===== config.mk =====
export PLATFORM = sky130hd
export DESIGN_NAME = riscv_core
export DESIGN_NICKNAME = d
export VERILOG_FILES = /design/src/core_pkg.sv /design/src/if_stage.sv /design/src/id_stage_0.sv /design/src/id_stage_1.sv /design/src/reg_file.sv /design/src/ex_stage.sv /design/src/mem_stage.sv /design/src/riscv_core.sv
export SDC_FILE = /design/constraint.sdc
export NUM_CORES = 2
export LEC_CHECK = 0
export BUFFER_PORTS_ARGS = -buffer_cell sky130_fd_sc_hd__buf_2
export CORE_MARGIN = 2
export CORE_UTILIZATION = 35
export CTS_CLUSTER_DIAMETER = 80
export DETAILED_ROUTE_END_ITERATION = 6
export GPL_TIMING_DRIVEN = 0
export SLEW_MARGIN = 20
export SYNTH_ARGS = -nofsm -noshare
export SYNTH_HDL_FRONTEND = slang
export SYNTH_SLANG_ARGS = --single-unit

===== constraint.sdc =====
create_clock -name clk -period 5.9 [get_ports clk]
set_input_delay 1.18 -clock clk [delete_from_list [all_inputs] [get_ports clk]]
set_output_delay 1.18 -clock clk [all_outputs]
set_load 0.005 [all_outputs]

===== src/core_pkg.sv =====
//////////////////////////////
// core widths, opcodes, alu and branch
// enums, pipeline and port structs
//////////////////////////////
package core_pkg;

  localparam int xlen = 32;

  typedef logic [4:0]      reg_addr_t;
  typedef logic [xlen-1:0] reg_data_t;
  typedef logic [xlen-1:0] pc_t;
  typedef logic [31:0]     instr_t;

  // major opcodes, rv32i base encoding
  localparam logic [6:0] op_lui    = 7'b0110111;
  localparam logic [6:0] op_jal    = 7'b1101111;
  localparam logic [6:0] op_branch = 7'b1100011;
  localparam logic [6:0] op_load   = 7'b0000011;
  localparam logic [6:0] op_store  = 7'b0100011;
  localparam logic [6:0] op_op     = 7'b0110011;
  localparam logic [6:0] op_op_imm = 7'b0010011;

  typedef enum logic [3:0] {
    alu_add, alu_sub, alu_sll, alu_slt, alu_sltu, alu_xor,
    alu_srl, alu_sra, alu_or, alu_and, alu_pass_b  // pass_b for lui
  } alu_op_e;

  typedef enum logic [2:0] {
    br_none, br_eq, br_ne, br_lt, br_ge, br_jal
  } br_op_e;

  typedef struct packed {
    alu_op_e   alu_op;
    br_op_e    br_op;
    logic      use_imm;  // operand b from immediate
    logic      use_pc;   // operand a from pc
    logic      rd_en;
    reg_addr_t rd_addr;
    logic      lsu_ld;
    logic      lsu_st;
  } ctl_pkt_t;

  typedef struct packed {
    pc_t  addr;
    logic rd_en;
  } imem_req_t;

  typedef struct packed {
    reg_data_t addr;
    reg_data_t wdata;
    logic      rd_en;
    logic      wr_en;
  } dmem_req_t;

  typedef struct packed {
    logic      en;
    reg_addr_t rd_addr;
    reg_data_t data;
  } fwd_t;

endpackage


===== src/if_stage.sv =====
//////////////////////////////
// fetch stage: pc and IF-to-ID0 register
//////////////////////////////
`timescale 1ns/100ps

module if_stage import core_pkg::*; (
  input  logic      clk,
  input  logic      rst_n,
  input  logic      redirect,
  input  pc_t       target,
  input  instr_t    imem_rdata,
  output imem_req_t imem_req,
  output logic      id0_valid,
  output pc_t       id0_pc,
  output instr_t    id0_instr
);

  pc_t pc_q;

  always_ff @(posedge clk or negedge rst_n) begin
    if (!rst_n) begin
      pc_q      <= '0;
      id0_valid <= 1'b0;
    end else begin
      pc_q      <= redirect ? target : pc_q + 32'd4;  // predict not taken
      id0_valid <= !redirect;                         // kill the wrong-path fetch
    end
  end

  always_ff @(posedge clk) begin
    id0_pc    <= pc_q;
    id0_instr <= imem_rdata;
  end

  assign imem_req = '{addr: pc_q, rd_en: 1'b1};  // fetch every cycle

  // redirect targets come from ex, they must keep the fetch word aligned
  a_pc_aligned: assert property (@(posedge clk) disable iff (!rst_n) pc_q[1:0] == 2'b00);

endmodule


===== src/id_stage_0.sv =====
//////////////////////////////
// first decode stage: immediates and
// register file read addresses
//////////////////////////////
`timescale 1ns/100ps

module id_stage_0 import core_pkg::*; (
  input  logic      clk,
  input  logic      rst_n,
  input  logic      flush,
  input  logic      id0_valid,
  input  pc_t       id0_pc,
  input  instr_t    id0_instr,
  output reg_addr_t rs1_addr,
  output reg_addr_t rs2_addr,
  output logic      id1_valid,
  output pc_t       id1_pc,
  output instr_t    id1_instr,
  output reg_data_t id1_imm
);

  logic [6:0] opcode;
  logic       uses_rs1;
  logic       uses_rs2;
  reg_data_t  imm;

  assign opcode = id0_instr[6:0];

  assign uses_rs1 = (opcode != op_lui) && (opcode != op_jal);
  assign uses_rs2 = (opcode == op_op) || (opcode == op_store) || (opcode == op_branch);

  // read addresses leave a cycle early, data shows up in ID1
  assign rs1_addr = uses_rs1 ? id0_instr[19:15] : '0;
  assign rs2_addr = uses_rs2 ? id0_instr[24:20] : '0;

  always_comb begin
    case (opcode)
      op_store:  imm = {{20{id0_instr[31]}}, id0_instr[31:25], id0_instr[11:7]};
      op_branch: imm = {{19{id0_instr[31]}}, id0_instr[31], id0_instr[7],
                        id0_instr[30:25], id0_instr[11:8], 1'b0};
      op_lui:    imm = {id0_instr[31:12], 12'b0};
      op_jal:    imm = {{11{id0_instr[31]}}, id0_instr[31], id0_instr[19:12],
                        id0_instr[20], id0_instr[30:21], 1'b0};
      default:   imm = {{20{id0_instr[31]}}, id0_instr[31:20]};  // i-type
    endcase
  end

  always_ff @(posedge clk or negedge rst_n) begin
    if (!rst_n) begin
      id1_valid <= 1'b0;
    end else begin
      id1_valid <= id0_valid && !flush;
    end
  end

  always_ff @(posedge clk) begin
    id1_pc    <= id0_pc;
    id1_instr <= id0_instr;
    id1_imm   <= imm;
  end

endmodule


===== src/id_stage_1.sv =====
//////////////////////////////
// second decode stage: control packet
// and operand capture into EX
//////////////////////////////
`timescale 1ns/100ps

module id_stage_1 import core_pkg::*; (
  input  logic      clk,
  input  logic      rst_n,
  input  logic      redirect,
  input  logic      id1_valid,
  input  pc_t       id1_pc,
  input  instr_t    id1_instr,
  input  reg_data_t id1_imm,
  input  reg_data_t rs1_data,
  input  reg_data_t rs2_data,
  output logic      ex_valid,
  output ctl_pkt_t  ex_ctl,
  output pc_t       ex_pc,
  output reg_data_t ex_imm,
  output reg_data_t ex_rs1,
  output reg_data_t ex_rs2,
  output reg_addr_t ex_rs1_addr,
  output reg_addr_t ex_rs2_addr
);

  logic [6:0] opcode;
  logic [2:0] funct3;
  logic [6:0] funct7;
  logic       f7_ok;
  ctl_pkt_t   ctl;

  assign opcode = id1_instr[6:0];
  assign funct3 = id1_instr[14:12];
  assign funct7 = id1_instr[31:25];

  // funct7 may only be 0x20 for sub/sra, shifts need it clean too
  assign f7_ok = (funct7 == 7'h00) ||
                 (funct7 == 7'h20 && (funct3 == 3'b101 ||
                                      (opcode == op_op && funct3 == 3'b000)));

  function automatic alu_op_e alu_sel(input logic [2:0] f3, input logic alt);
    case (f3)
      3'b000:  return alt ? alu_sub : alu_add;
      3'b001:  return alu_sll;
      3'b010:  return alu_slt;
      3'b011:  return alu_sltu;
      3'b100:  return alu_xor;
      3'b101:  return alt ? alu_sra : alu_srl;
      3'b110:  return alu_or;
      default: return alu_and;
    endcase
  endfunction

  always_comb begin
    ctl         = '0;  // illegal encodings fall out as a no-op
    ctl.alu_op  = alu_add;
    ctl.br_op   = br_none;
    ctl.rd_addr = id1_instr[11:7];
    case (opcode)
      op_lui: begin
        ctl.alu_op  = alu_pass_b;
        ctl.use_imm = 1'b1;
        ctl.rd_en   = 1'b1;
      end
      op_jal: begin
        ctl.br_op  = br_jal;
        ctl.use_pc = 1'b1;  // link value pc + 4
        ctl.rd_en  = 1'b1;
      end
      op_branch: begin
        case (funct3)
          3'b000:  ctl.br_op = br_eq;
          3'b001:  ctl.br_op = br_ne;
          3'b100:  ctl.br_op = br_lt;
          3'b101:  ctl.br_op = br_ge;
          default: ctl.br_op = br_none;
        endcase
      end
      op_load: begin
        ctl.use_imm = 1'b1;
        ctl.rd_en   = (funct3 == 3'b010);  // lw only
        ctl.lsu_ld  = (funct3 == 3'b010);
      end
      op_store: begin
        ctl.use_imm = 1'b1;
        ctl.lsu_st  = (funct3 == 3'b010);  // sw only
      end
      op_op: begin
        ctl.alu_op = alu_sel(funct3, funct7[5]);
        ctl.rd_en  = f7_ok;
      end
      op_op_imm: begin
        ctl.alu_op  = alu_sel(funct3, funct3 == 3'b101 && funct7[5]);
        ctl.use_imm = 1'b1;
        ctl.rd_en   = (funct3[1:0] != 2'b01) || f7_ok;  // shifts check funct7
      end
      default: ;
    endcase
    if (ctl.rd_addr == '0) ctl.rd_en = 1'b0;  // x0 never forwards or writes
  end

  always_ff @(posedge clk or negedge rst_n) begin
    if (!rst_n) begin
      ex_valid <= 1'b0;
    end else begin
      ex_valid <= id1_valid && !redirect;  // bubble behind a taken branch
    end
  end

  always_ff @(posedge clk) begin
    ex_ctl      <= ctl;
    ex_pc       <= id1_pc;
    ex_imm      <= id1_imm;
    ex_rs1      <= rs1_data;
    ex_rs2      <= rs2_data;
    ex_rs1_addr <= id1_instr[19:15];
    ex_rs2_addr <= id1_instr[24:20];
  end

endmodule


===== src/reg_file.sv =====
//////////////////////////////
// register file with two read ports
// and one write port
//////////////////////////////
`timescale 1ns/100ps

module reg_file import core_pkg::*; (
  input  logic      clk,
  input  logic      rst_n,
  input  reg_addr_t rs1_addr,
  input  reg_addr_t rs2_addr,
  input  fwd_t      wb,
  output reg_data_t rs1_data,
  output reg_data_t rs2_data
);

  reg_data_t regs [1:31];
  reg_addr_t rs1_addr_q;
  reg_addr_t rs2_addr_q;

  always_ff @(posedge clk) begin
    if (wb.en && wb.rd_addr != '0) regs[wb.rd_addr] <= wb.data;
  end

  always_ff @(posedge clk or negedge rst_n) begin
    if (!rst_n) begin
      rs1_addr_q <= '0;
      rs2_addr_q <= '0;
    end else begin
      rs1_addr_q <= rs1_addr;  // synchronous read
      rs2_addr_q <= rs2_addr;
    end
  end

  always_comb begin
    if (rs1_addr_q == '0) rs1_data = '0;
    else if (wb.en && wb.rd_addr == rs1_addr_q) rs1_data = wb.data;  // write-through
    else rs1_data = regs[rs1_addr_q];
    if (rs2_addr_q == '0) rs2_data = '0;
    else if (wb.en && wb.rd_addr == rs2_addr_q) rs2_data = wb.data;
    else rs2_data = regs[rs2_addr_q];
  end

  // x0 reads zero in ex forwarding only if no writeback ever targets it
  a_x0_zero: assert property (@(posedge clk) disable iff (!rst_n)
    wb.en |-> (wb.rd_addr != '0));

endmodule


===== src/ex_stage.sv =====
//////////////////////////////
// execute stage: forwarding, alu, branch
// resolve and EX-to-MEM register
//////////////////////////////
`timescale 1ns/100ps

module ex_stage import core_pkg::*; (
  input  logic      clk,
  input  logic      rst_n,
  input  logic      ex_valid,
  input  ctl_pkt_t  ex_ctl,
  input  pc_t       ex_pc,
  input  reg_data_t ex_imm,
  input  reg_data_t ex_rs1,
  input  reg_data_t ex_rs2,
  input  reg_addr_t ex_rs1_addr,
  input  reg_addr_t ex_rs2_addr,
  input  fwd_t      mem_fwd,
  input  fwd_t      wb,
  output logic      redirect,
  output pc_t       target,
  output logic      mem_valid,
  output ctl_pkt_t  mem_ctl,
  output reg_data_t mem_alu_res,
  output reg_data_t mem_store_data
);

  reg_data_t rs1_fwd;
  reg_data_t rs2_fwd;
  reg_data_t op_a;
  reg_data_t op_b;
  reg_data_t alu_res;
  logic      taken;

  // youngest producer wins: mem, then wb, then register file
  function automatic reg_data_t fwd_sel(input reg_addr_t addr, input reg_data_t rf_data,
                                        input fwd_t mem_src, input fwd_t wb_src);
    if (mem_src.en && mem_src.rd_addr == addr) return mem_src.data;
    if (wb_src.en && wb_src.rd_addr == addr) return wb_src.data;
    return rf_data;
  endfunction

  assign rs1_fwd = fwd_sel(ex_rs1_addr, ex_rs1, mem_fwd, wb);
  assign rs2_fwd = fwd_sel(ex_rs2_addr, ex_rs2, mem_fwd, wb);

  assign op_a = ex_ctl.use_pc ? ex_pc : rs1_fwd;
  assign op_b = ex_ctl.use_imm ? ex_imm : (ex_ctl.use_pc ? 32'd4 : rs2_fwd);  // jal link

  always_comb begin
    case (ex_ctl.alu_op)
      alu_sub:    alu_res = op_a - op_b;
      alu_sll:    alu_res = op_a << op_b[4:0];
      alu_slt:    alu_res = {{(xlen-1){1'b0}}, $signed(op_a) < $signed(op_b)};
      alu_sltu:   alu_res = {{(xlen-1){1'b0}}, op_a < op_b};
      alu_xor:    alu_res = op_a ^ op_b;
      alu_srl:    alu_res = op_a >> op_b[4:0];
      alu_sra:    alu_res = $signed(op_a) >>> op_b[4:0];
      alu_or:     alu_res = op_a | op_b;
      alu_and:    alu_res = op_a & op_b;
      alu_pass_b: alu_res = op_b;
      default:    alu_res = op_a + op_b;
    endcase
  end

  always_comb begin
    case (ex_ctl.br_op)
      br_eq:   taken = rs1_fwd == rs2_fwd;
      br_ne:   taken = rs1_fwd != rs2_fwd;
      br_lt:   taken = $signed(rs1_fwd) < $signed(rs2_fwd);
      br_ge:   taken = $signed(rs1_fwd) >= $signed(rs2_fwd);
      br_jal:  taken = 1'b1;
      default: taken = 1'b0;
    endcase
  end

  assign redirect = ex_valid && taken;  // predicted not taken, so taken means flush
  assign target   = ex_pc + ex_imm;

  always_ff @(posedge clk or negedge rst_n) begin
    if (!rst_n) begin
      mem_valid <= 1'b0;
    end else begin
      mem_valid <= ex_valid;
    end
  end

  always_ff @(posedge clk) begin
    mem_ctl        <= ex_ctl;
    mem_alu_res    <= alu_res;
    mem_store_data <= rs2_fwd;
  end

  // a redirect comes from a live instruction and leaves a bubble behind it in EX
  a_redirect_squash: assert property (@(posedge clk) disable iff (!rst_n)
    redirect |-> ex_valid ##1 !ex_valid);

endmodule


===== src/mem_stage.sv =====
//////////////////////////////
// memory stage: data port and wb register
//////////////////////////////
`timescale 1ns/100ps

module mem_stage import core_pkg::*; (
  input  logic      clk,
  input  logic      rst_n,
  input  logic      mem_valid,
  input  ctl_pkt_t  mem_ctl,
  input  reg_data_t mem_alu_res,
  input  reg_data_t mem_store_data,
  input  reg_data_t dmem_rdata,
  output dmem_req_t dmem_req,
  output fwd_t      mem_fwd,
  output fwd_t      wb
);

  reg_data_t res;
  logic      wb_en;
  reg_addr_t wb_rd_addr;
  reg_data_t wb_data;

  assign dmem_req = '{addr:  mem_alu_res,
                      wdata: mem_store_data,
                      rd_en: mem_valid && mem_ctl.lsu_ld,
                      wr_en: mem_valid && mem_ctl.lsu_st};

  assign res     = mem_ctl.lsu_ld ? dmem_rdata : mem_alu_res;  // rdata is same cycle
  assign mem_fwd = '{en: mem_valid && mem_ctl.rd_en, rd_addr: mem_ctl.rd_addr, data: res};

  always_ff @(posedge clk or negedge rst_n) begin
    if (!rst_n) begin
      wb_en <= 1'b0;
    end else begin
      wb_en <= mem_fwd.en;
    end
  end

  always_ff @(posedge clk) begin
    wb_rd_addr <= mem_ctl.rd_addr;
    wb_data    <= res;
  end

  assign wb = '{en: wb_en, rd_addr: wb_rd_addr, data: wb_data};

endmodule


===== src/riscv_core.sv =====
//////////////////////////////
// core top: stage and register file wiring
//////////////////////////////
`timescale 1ns/100ps

module riscv_core import core_pkg::*; (
  input  logic      clk,
  input  logic      rst_n,
  output imem_req_t imem_req,
  input  instr_t    imem_rdata,
  output dmem_req_t dmem_req,
  input  reg_data_t dmem_rdata
);

  logic      redirect;
  pc_t       target;
  logic      id0_valid;
  pc_t       id0_pc;
  instr_t    id0_instr;
  reg_addr_t rs1_addr;
  reg_addr_t rs2_addr;
  reg_data_t rs1_data;
  reg_data_t rs2_data;
  logic      id1_valid;
  pc_t       id1_pc;
  instr_t    id1_instr;
  reg_data_t id1_imm;
  logic      ex_valid;
  ctl_pkt_t  ex_ctl;
  pc_t       ex_pc;
  reg_data_t ex_imm;
  reg_data_t ex_rs1;
  reg_data_t ex_rs2;
  reg_addr_t ex_rs1_addr;
  reg_addr_t ex_rs2_addr;
  logic      mem_valid;
  ctl_pkt_t  mem_ctl;
  reg_data_t mem_alu_res;
  reg_data_t mem_store_data;
  fwd_t      mem_fwd;
  fwd_t      wb;

  if_stage if_stage_i (.*);

  id_stage_0 id_stage_0_i (
    .flush(redirect),  // mispredict kills ID0
    .*
  );

  id_stage_1 id_stage_1_i (.*);

  reg_file reg_file_i (.*);

  ex_stage ex_stage_i (.*);

  mem_stage mem_stage_i (.*);

endmodule


Word level (Yosys, flattened, before mapping)
Memory sizes are Yosys's and may differ from the RTL's. A register that Yosys moved wholly into a read port is not among the register bits.
Cells that the tools add are included.

storage, ports and cells
  register bits after elaboration = 407
  memory bits (writable) = 992
  input bits = 66
  output and inout bits = 99
  word-level logic and storage cells = 158
  memories = 1

operators by class
  $add $sub $neg = 4
  magnitude comparators = 4
  equal/unequal tests = 43
  shifts and indexed selects = 3
  muxes and demuxes = 38
  bitwise operators = 3
  reductions and logical operators = 29

memories
  memory           depth  width  rd ports  clocked after memory_dff  wr ports  line            RTL
  reg_file_i.regs  31     32     2         2                         1         reg_file.sv:17  reg_data_t regs [1:31];

operators with widths
  cell                                            number
  2-to-1 mux 32 bit                               13
  one-hot mux 32 bit (10 select lines)            1
  one-hot mux 31 bit (4 select lines)             1
  < comparator 32 bit                             3
  adder 32 bit                                    2
  one-hot mux 4 bit (7 select lines)              2
  == test 7 x 6 -> 1 bit (second input constant)  7
  adder 32 x 3 -> 32 bit (second input constant)  1
  bitwise AND 32 bit                              1
  == test 32 bit                                  1
  >= comparator 32 bit                            1
  != test 32 bit                                  1
  OR 32 bit                                       1
  left shift 32 x 5 -> 32 bit                     1
  right shift 32 x 5 -> 32 bit                    1
  >>> shifter 32 x 5 -> 32 bit                    1
  subtractor 32 bit                               1
  bitwise XOR 32 bit                              1
  == test 7 bit (second input constant)           4
  == test 5 bit                                   4
  == test 4 x 3 -> 1 bit (second input constant)  4
  == test 3 bit (second input constant)           5
  logical AND 1 bit                               15
  zero test 5 bit                                 3
  24 further kinds                                49

Logic depth before layout (Yosys ltp)
  word-level depth = 11
  depth in mapped cells = 24
  gate-level depth less buffers = 19

Modules after synthesis
A second synthesis with hierarchy kept.

unflattened totals
  cell total of the unflattened synthesis = 5,744
  area, all modules = 73,735.7 µm²

by module, submodules not included
  module      instances  cells an instance  area an instance (µm²)  seq. area each (µm²)
  reg_file    1          2,868              47,561.9                30,038.8
  ex_stage    1          2,096              15,318.4                1,646.6
  id_stage_1  1          212                3,480.8                 3,128.0
  if_stage    1          254                3,056.7                 2,107.0
  id_stage_0  1          167                2,467.4                 1,926.8
  mem_stage   1          147                1,850.5                 765.7

Worst setup path after synthesis
Ideal clock, no wire load.

  path kind = input to register
  start = in dmem_rdata[4]
  end = reg ex_stage_i.mem_alu_res[21]
  setup time = 0.126 ns
  data arrival time = 5.185 ns
  required time = 5.774 ns
  slack = 0.589 ns
  stages on the path = 18
  path buffers = 2
  path through = mux2_2 nor3_1 a31oi_2 a22oi_1 clkbuf_1 clkbuf_1 ha_1 inv_1 a21oi_1 nor3b_1 a211o_1 nor4_1 nor2_1 o31ai_1 a21oi_1 a221o_1 a221oi_1 nand3_1

on the way
  longest elaborated chain between the ends = 9
  elaborated cells between the ends (all ways) = 18
  classes of those cells = add/sub: 2; shift: 3; mux: 13

RTL lines
  element                                     line              RTL
  start: declaration                          riscv_core.sv:12  input reg_data_t dmem_rdata
  2-to-1 mux 32 bit (*)                       mem_stage.sv:29   assign res = mem_ctl.lsu_ld ? dmem_rdata : mem_alu_res;
  2-to-1 mux 32 bit (*)                       ex_stage.sv:38    if (mem_src.en && mem_src.rd_addr == addr) return mem_src.data;
  2-to-1 mux 32 bit                           ex_stage.sv:39    if (wb_src.en && wb_src.rd_addr == addr) return wb_src.data;
  2-to-1 mux 32 bit                           ex_stage.sv:40    return rf_data;
  2-to-1 mux 32 bit (*)                       ex_stage.sv:39
  via ex_stage_i.rs2_fwd[4]                   ex_stage.sv:29    reg_data_t rs2_fwd;
  2-to-1 mux 32 bit (*) (2 in series)         ex_stage.sv:47    assign op_b = ex_ctl.use_imm ? ex_imm : (ex_ctl.use_pc ? 32'd4 : rs2_fwd);
  adder 32 bit, or another cell as far along  ex_stage.sv:61    default: alu_res = op_a + op_b;
  one-hot mux 32 bit (10 select lines) (*)    ex_stage.sv:50    case (ex_ctl.alu_op)
  via ex_stage_i.alu_res[21]                  ex_stage.sv:32    reg_data_t alu_res;
  end signal: assignment                      ex_stage.sv:89    mem_alu_res <= alu_res;
  end: declaration                            ex_stage.sv:24    output reg_data_t mem_alu_res,

The timed path passes the listed nets; every way through them passes the cells marked *. The select of a mux whose other input is x is not followed.
A chain may end at the register's enable or synchronous reset.

==> flow_summary.json <==
{
  "final.hold.worst_slack_ps": 316,
  "ys_top_cells_by_count": "edfxtp_1, mux4_2, dfxtp_1",
  "tightest_hold_check_type": "reg -> reg",
  "netlist.top_cell.by_area": "edfxtp_1",
  "min_period_ps": 5920,
  "yosys_register_bits": 1462,
  "synth.top_cells.by_area": "edfxtp_1, mux4_2, dfxtp_1, mux2i_1, ha_1",
  "cpMostUsedCell": "buf_4",
  "crit_slowest_cell": "dfxtp_4",
  "timing.final.crit_share": 1.00,
  "startpoint_type": "flop",
  "critical_path.max_stage_delay_ps": 460,
  "detailedRoute.firstPassIterationCount": 5,
  "route.vias.total": 49100,
  "antenna_left": 0,
  "final_design_area_no_fill_um2": 83500,
  "max-slew-margin-rel": 0.142,
  "critPathCaptureType": "flop",
  "chipHeight_um": 456,
  "synthesis.instances": 4914,
  "io-pin-count": 165,
  "ordered_cell_list_for_the_critical_path": "buf_4, buf_4, mux2_4, nor3_2, a31oi_4, a22oi_2, buf_4, buf_4, buf_6, buf_6, ha_2, a21oi_1, nor2_1, nor3_2, o221a_2, nor2_1, a311o_1, xor2_1, a21oi_2, o221ai_1, a211o_1",
  "grt.total_usage": 0.257,
  "viasPerCell": 6.05,
  "die-area_um2": 208000,
  "clk_path_buf_depth": 3,
  "clkLatencyLatePin_ps": 830,
  "violations": "negative setup slack",
  "synth_area_um2": 71400,
  "design.final.nets": 5529,
  "worst-setup-path-type": "reg -> reg",
  "drc": 0,
  "syn_to_final_growth_pct": 17.0,
  "hold_viol": 0,
  "detailedRoute.firstIterationViolations": 5967,
  "worst_ep_required_time_ps": 6570,
  "numClockSinks": 1462,
  "dieWidth_um": 456,
  "initial_antenna_violation_count": 13,
  "worst_ep_arrival_time_ps": 6600,
  "drt-wirelength-per-cell_um": 33.7,
  "mappedNetlistNets": 5140,
  "cts_inserted_buffers": 163,
  "fin_ws_ps": -24.4,
  "clock_tree.root_cell": "clkbuf_16",
  "h_tree_level_count": 4,
  "clkSlewWorstSetupHoldPaths_ps": 60,
  "endpoints_failing_setup": 1,
  "grt_start_max_net_pins": 48,
  "skew_ps": 37.9,
  "postCtsHoldBufs": 0,
  "initial_core_util": 0.352,
  "yosysWarningCount": 0,
  "power.density_cell_area_nw_per_um2": 323,
  "synth.distinct_cells": 99,
  "async_flop_share": 0.0321,
  "finalMaxSlewViolations": 0,
  "synth-main-ff-cell": "edfxtp_1",
  "power.ir.vdd_worst_mv": 0.292,
  "globalplace.congestion": 0.973,
  "global_route_wire_length_before_repair_mm": 378,
  "fp.coreArea_um2": 203000,
  "rows": 165,
  "syn_avg_cell_area_um2": 14.5,
  "tritoncts": "yes",
  "route.final.wire_length_mm": 273,
  "synthMostInstantiatedCell": "edfxtp_1",
  "status": "finished with violations",
  "port-buffer-count": 163,
  "yosysSeqAreaShare": 0.552,
  "drive_above_1_share": 0.264,
  "max_slew.worst_pin.slew_ps": 1250,
  "overflow": 0,
  "synth_enable_flop_cells": 992,
  "finish.utilization": 0.412,
  "fmax_mhz": 169,
  "p_leak_nw": 28.7,
  "path_max_fanout": 11,
  "number_of_global_route_vias_before_repair": 48800,
  "synth_top_area_share": 0.417,
  "placement.cell_area_um2": 77100,
  "maxCapViolations": 0,
  "hpwl_mm": 208
}
## what timing repair did
action	CTS	global route
resized for setup	113	61
pin swaps	6	2
buffers inserted	11	8
setup endpoints to repair	67	55
## worst max-delay path, delay by kind of cell, from the launching register on
| family | cells | cell delay, ps |
|---|---|---|
| AO/OA/AOI/OAI | 8 | 2230 |
| buffers and inverters | 6 | 1400 |
| AND/OR/NAND/NOR | 4 | 690 |
| flip-flops | 1 | 460 |
| multiplexers | 1 | 420 |
| adder cells (fa/ha/maj) | 1 | 370 |
| XOR/XNOR | 1 | 160 |
## power by group
group	total, mW	leakage, nW	switching, mW	internal [mW]
clock network	10.5	2.68	4.42	6.07
logic	3.67	12.9	2.33	1.34
registers	12.8	13.0	1.02	11.8
total	27.0	28.7	7.77	19.2
## final timing paths
| check | startpoint | endpoint | slack, ps | cells past startpoint |
|---|---|---|---|---|
| max in group asynchronous | rst_n | ex_stage_i.mem_valid | 5010 | 1 |
| setup reg to reg | ex_stage_i.mem_ctl[1] | ex_stage_i.mem_alu_res[17] | -20 | 21 |
| min in group asynchronous | rst_n | if_stage_i.pc_q[7] | 410 | 1 |
| hold / removal | id_stage_0_i.id1_imm[27] | id_stage_1_i.ex_imm[27] | 320 | 0 |
| setup / recovery | ex_stage_i.mem_ctl[1] | ex_stage_i.mem_alu_res[17] | -20 | 21 |
| hold reg to reg | id_stage_0_i.id1_imm[27] | id_stage_1_i.ex_imm[27] | 320 | 0 |
## placed cells by master, fill, tap and decap left out, drive strengths merged, types with 23 or more instances in the layout
| cell | count |
|---|---|
| o211ai | 24 |
| nor2 | 331 |
| clkinv | 58 |
| edfxtp | 992 |
| o21ai | 140 |
| xor2 | 41 |
| nor2b | 41 |
| a21oi | 260 |
| and2 | 23 |
| a221oi | 26 |
| inv | 150 |
| mux2 | 42 |
| mux2i | 357 |
| a31oi | 57 |
| o22ai | 30 |
| nand3 | 82 |
| a21o | 48 |
| nor3 | 70 |
| buf | 340 |
| a211oi | 109 |
| clkbuf | 427 |
| a22oi | 35 |
| nand2 | 150 |
| dfrtp | 47 |
| ha | 157 |
| dfxtp | 423 |
| mux4 | 583 |
| xnor2 | 65 |
## flip-flops by register name, summed over array words and instances (netlist names), 17 cells and up
name	flops
reg_file_i.regs	992
ex_stage_i.mem_alu_res	32
ex_stage_i.mem_store_data	32
id_stage_0_i.id1_imm	32
id_stage_0_i.id1_pc	32
id_stage_1_i.ex_imm	32
id_stage_1_i.ex_pc	32
id_stage_1_i.ex_rs1	32
id_stage_1_i.ex_rs2	32
if_stage_i.id0_instr	32
if_stage_i.id0_pc	32
if_stage_i.pc_q	32
mem_stage_i.wb_data	32
id_stage_0_i.id1_instr	31
id_stage_1_i.ex_ctl	17
## stage by stage
stage,setup slack [ps],TNS (ps),std cells,power [mW]
2_1_floorplan,589,0,4914,14.5
3_3_place_gp,-3030,-89980,7749,16.4
3_5_place_dp,-2950,-85150,7799,16.5
4_1_cts,-30.7,-35.2,8104,27.0
5_1_grt,-10.6,-19.8,8110,27.8
6_report,-24.4,-24.4,8113,27.0
## per-layer routing
layer,vias to the layer above,track usage,share of wire
met5,-,0,0.00021
met4,8,0.127,0.058
met3,652,0.0628,0.092
met2,2704,0.424,0.48
met1,25400,0.315,0.37
li1,20400,-,-
## layout make-up
cell class / count / area [um2]
diodes: 3 / 7.51
plain buffers: 328 / 1530
clock buffers: 206 / 4370
clock inverters: 94 / 1120
fillers: 18300 / 119000
inverters: 136 / 524
multi-input cells: 2978 / 30900
flip-flops and latches: 1462 / 39500
well taps: 2672 / 3340
repair buffers: 234 / 2210
## kinds of logic (layout without fill, tap and decap cells)
kind of cell / after synthesis / after routing / synth area share
DFF: 1462 / 1462 / 0.552
muxes: 982 / 982 / 0.241
AOI/OAI and AO/OA: 922 / 922 / 0.0858
and+or+nand+nor: 806 / 806 / 0.0523
buffers and inverters: 474 / 998 / 0.0271
adders and majority gates: 161 / 161 / 0.0285
xor gates and xnor gates: 106 / 106 / 0.0131
other: 1 / 4 / 0.0000525
Note: power is estimated with default switching activity, not from simulation.
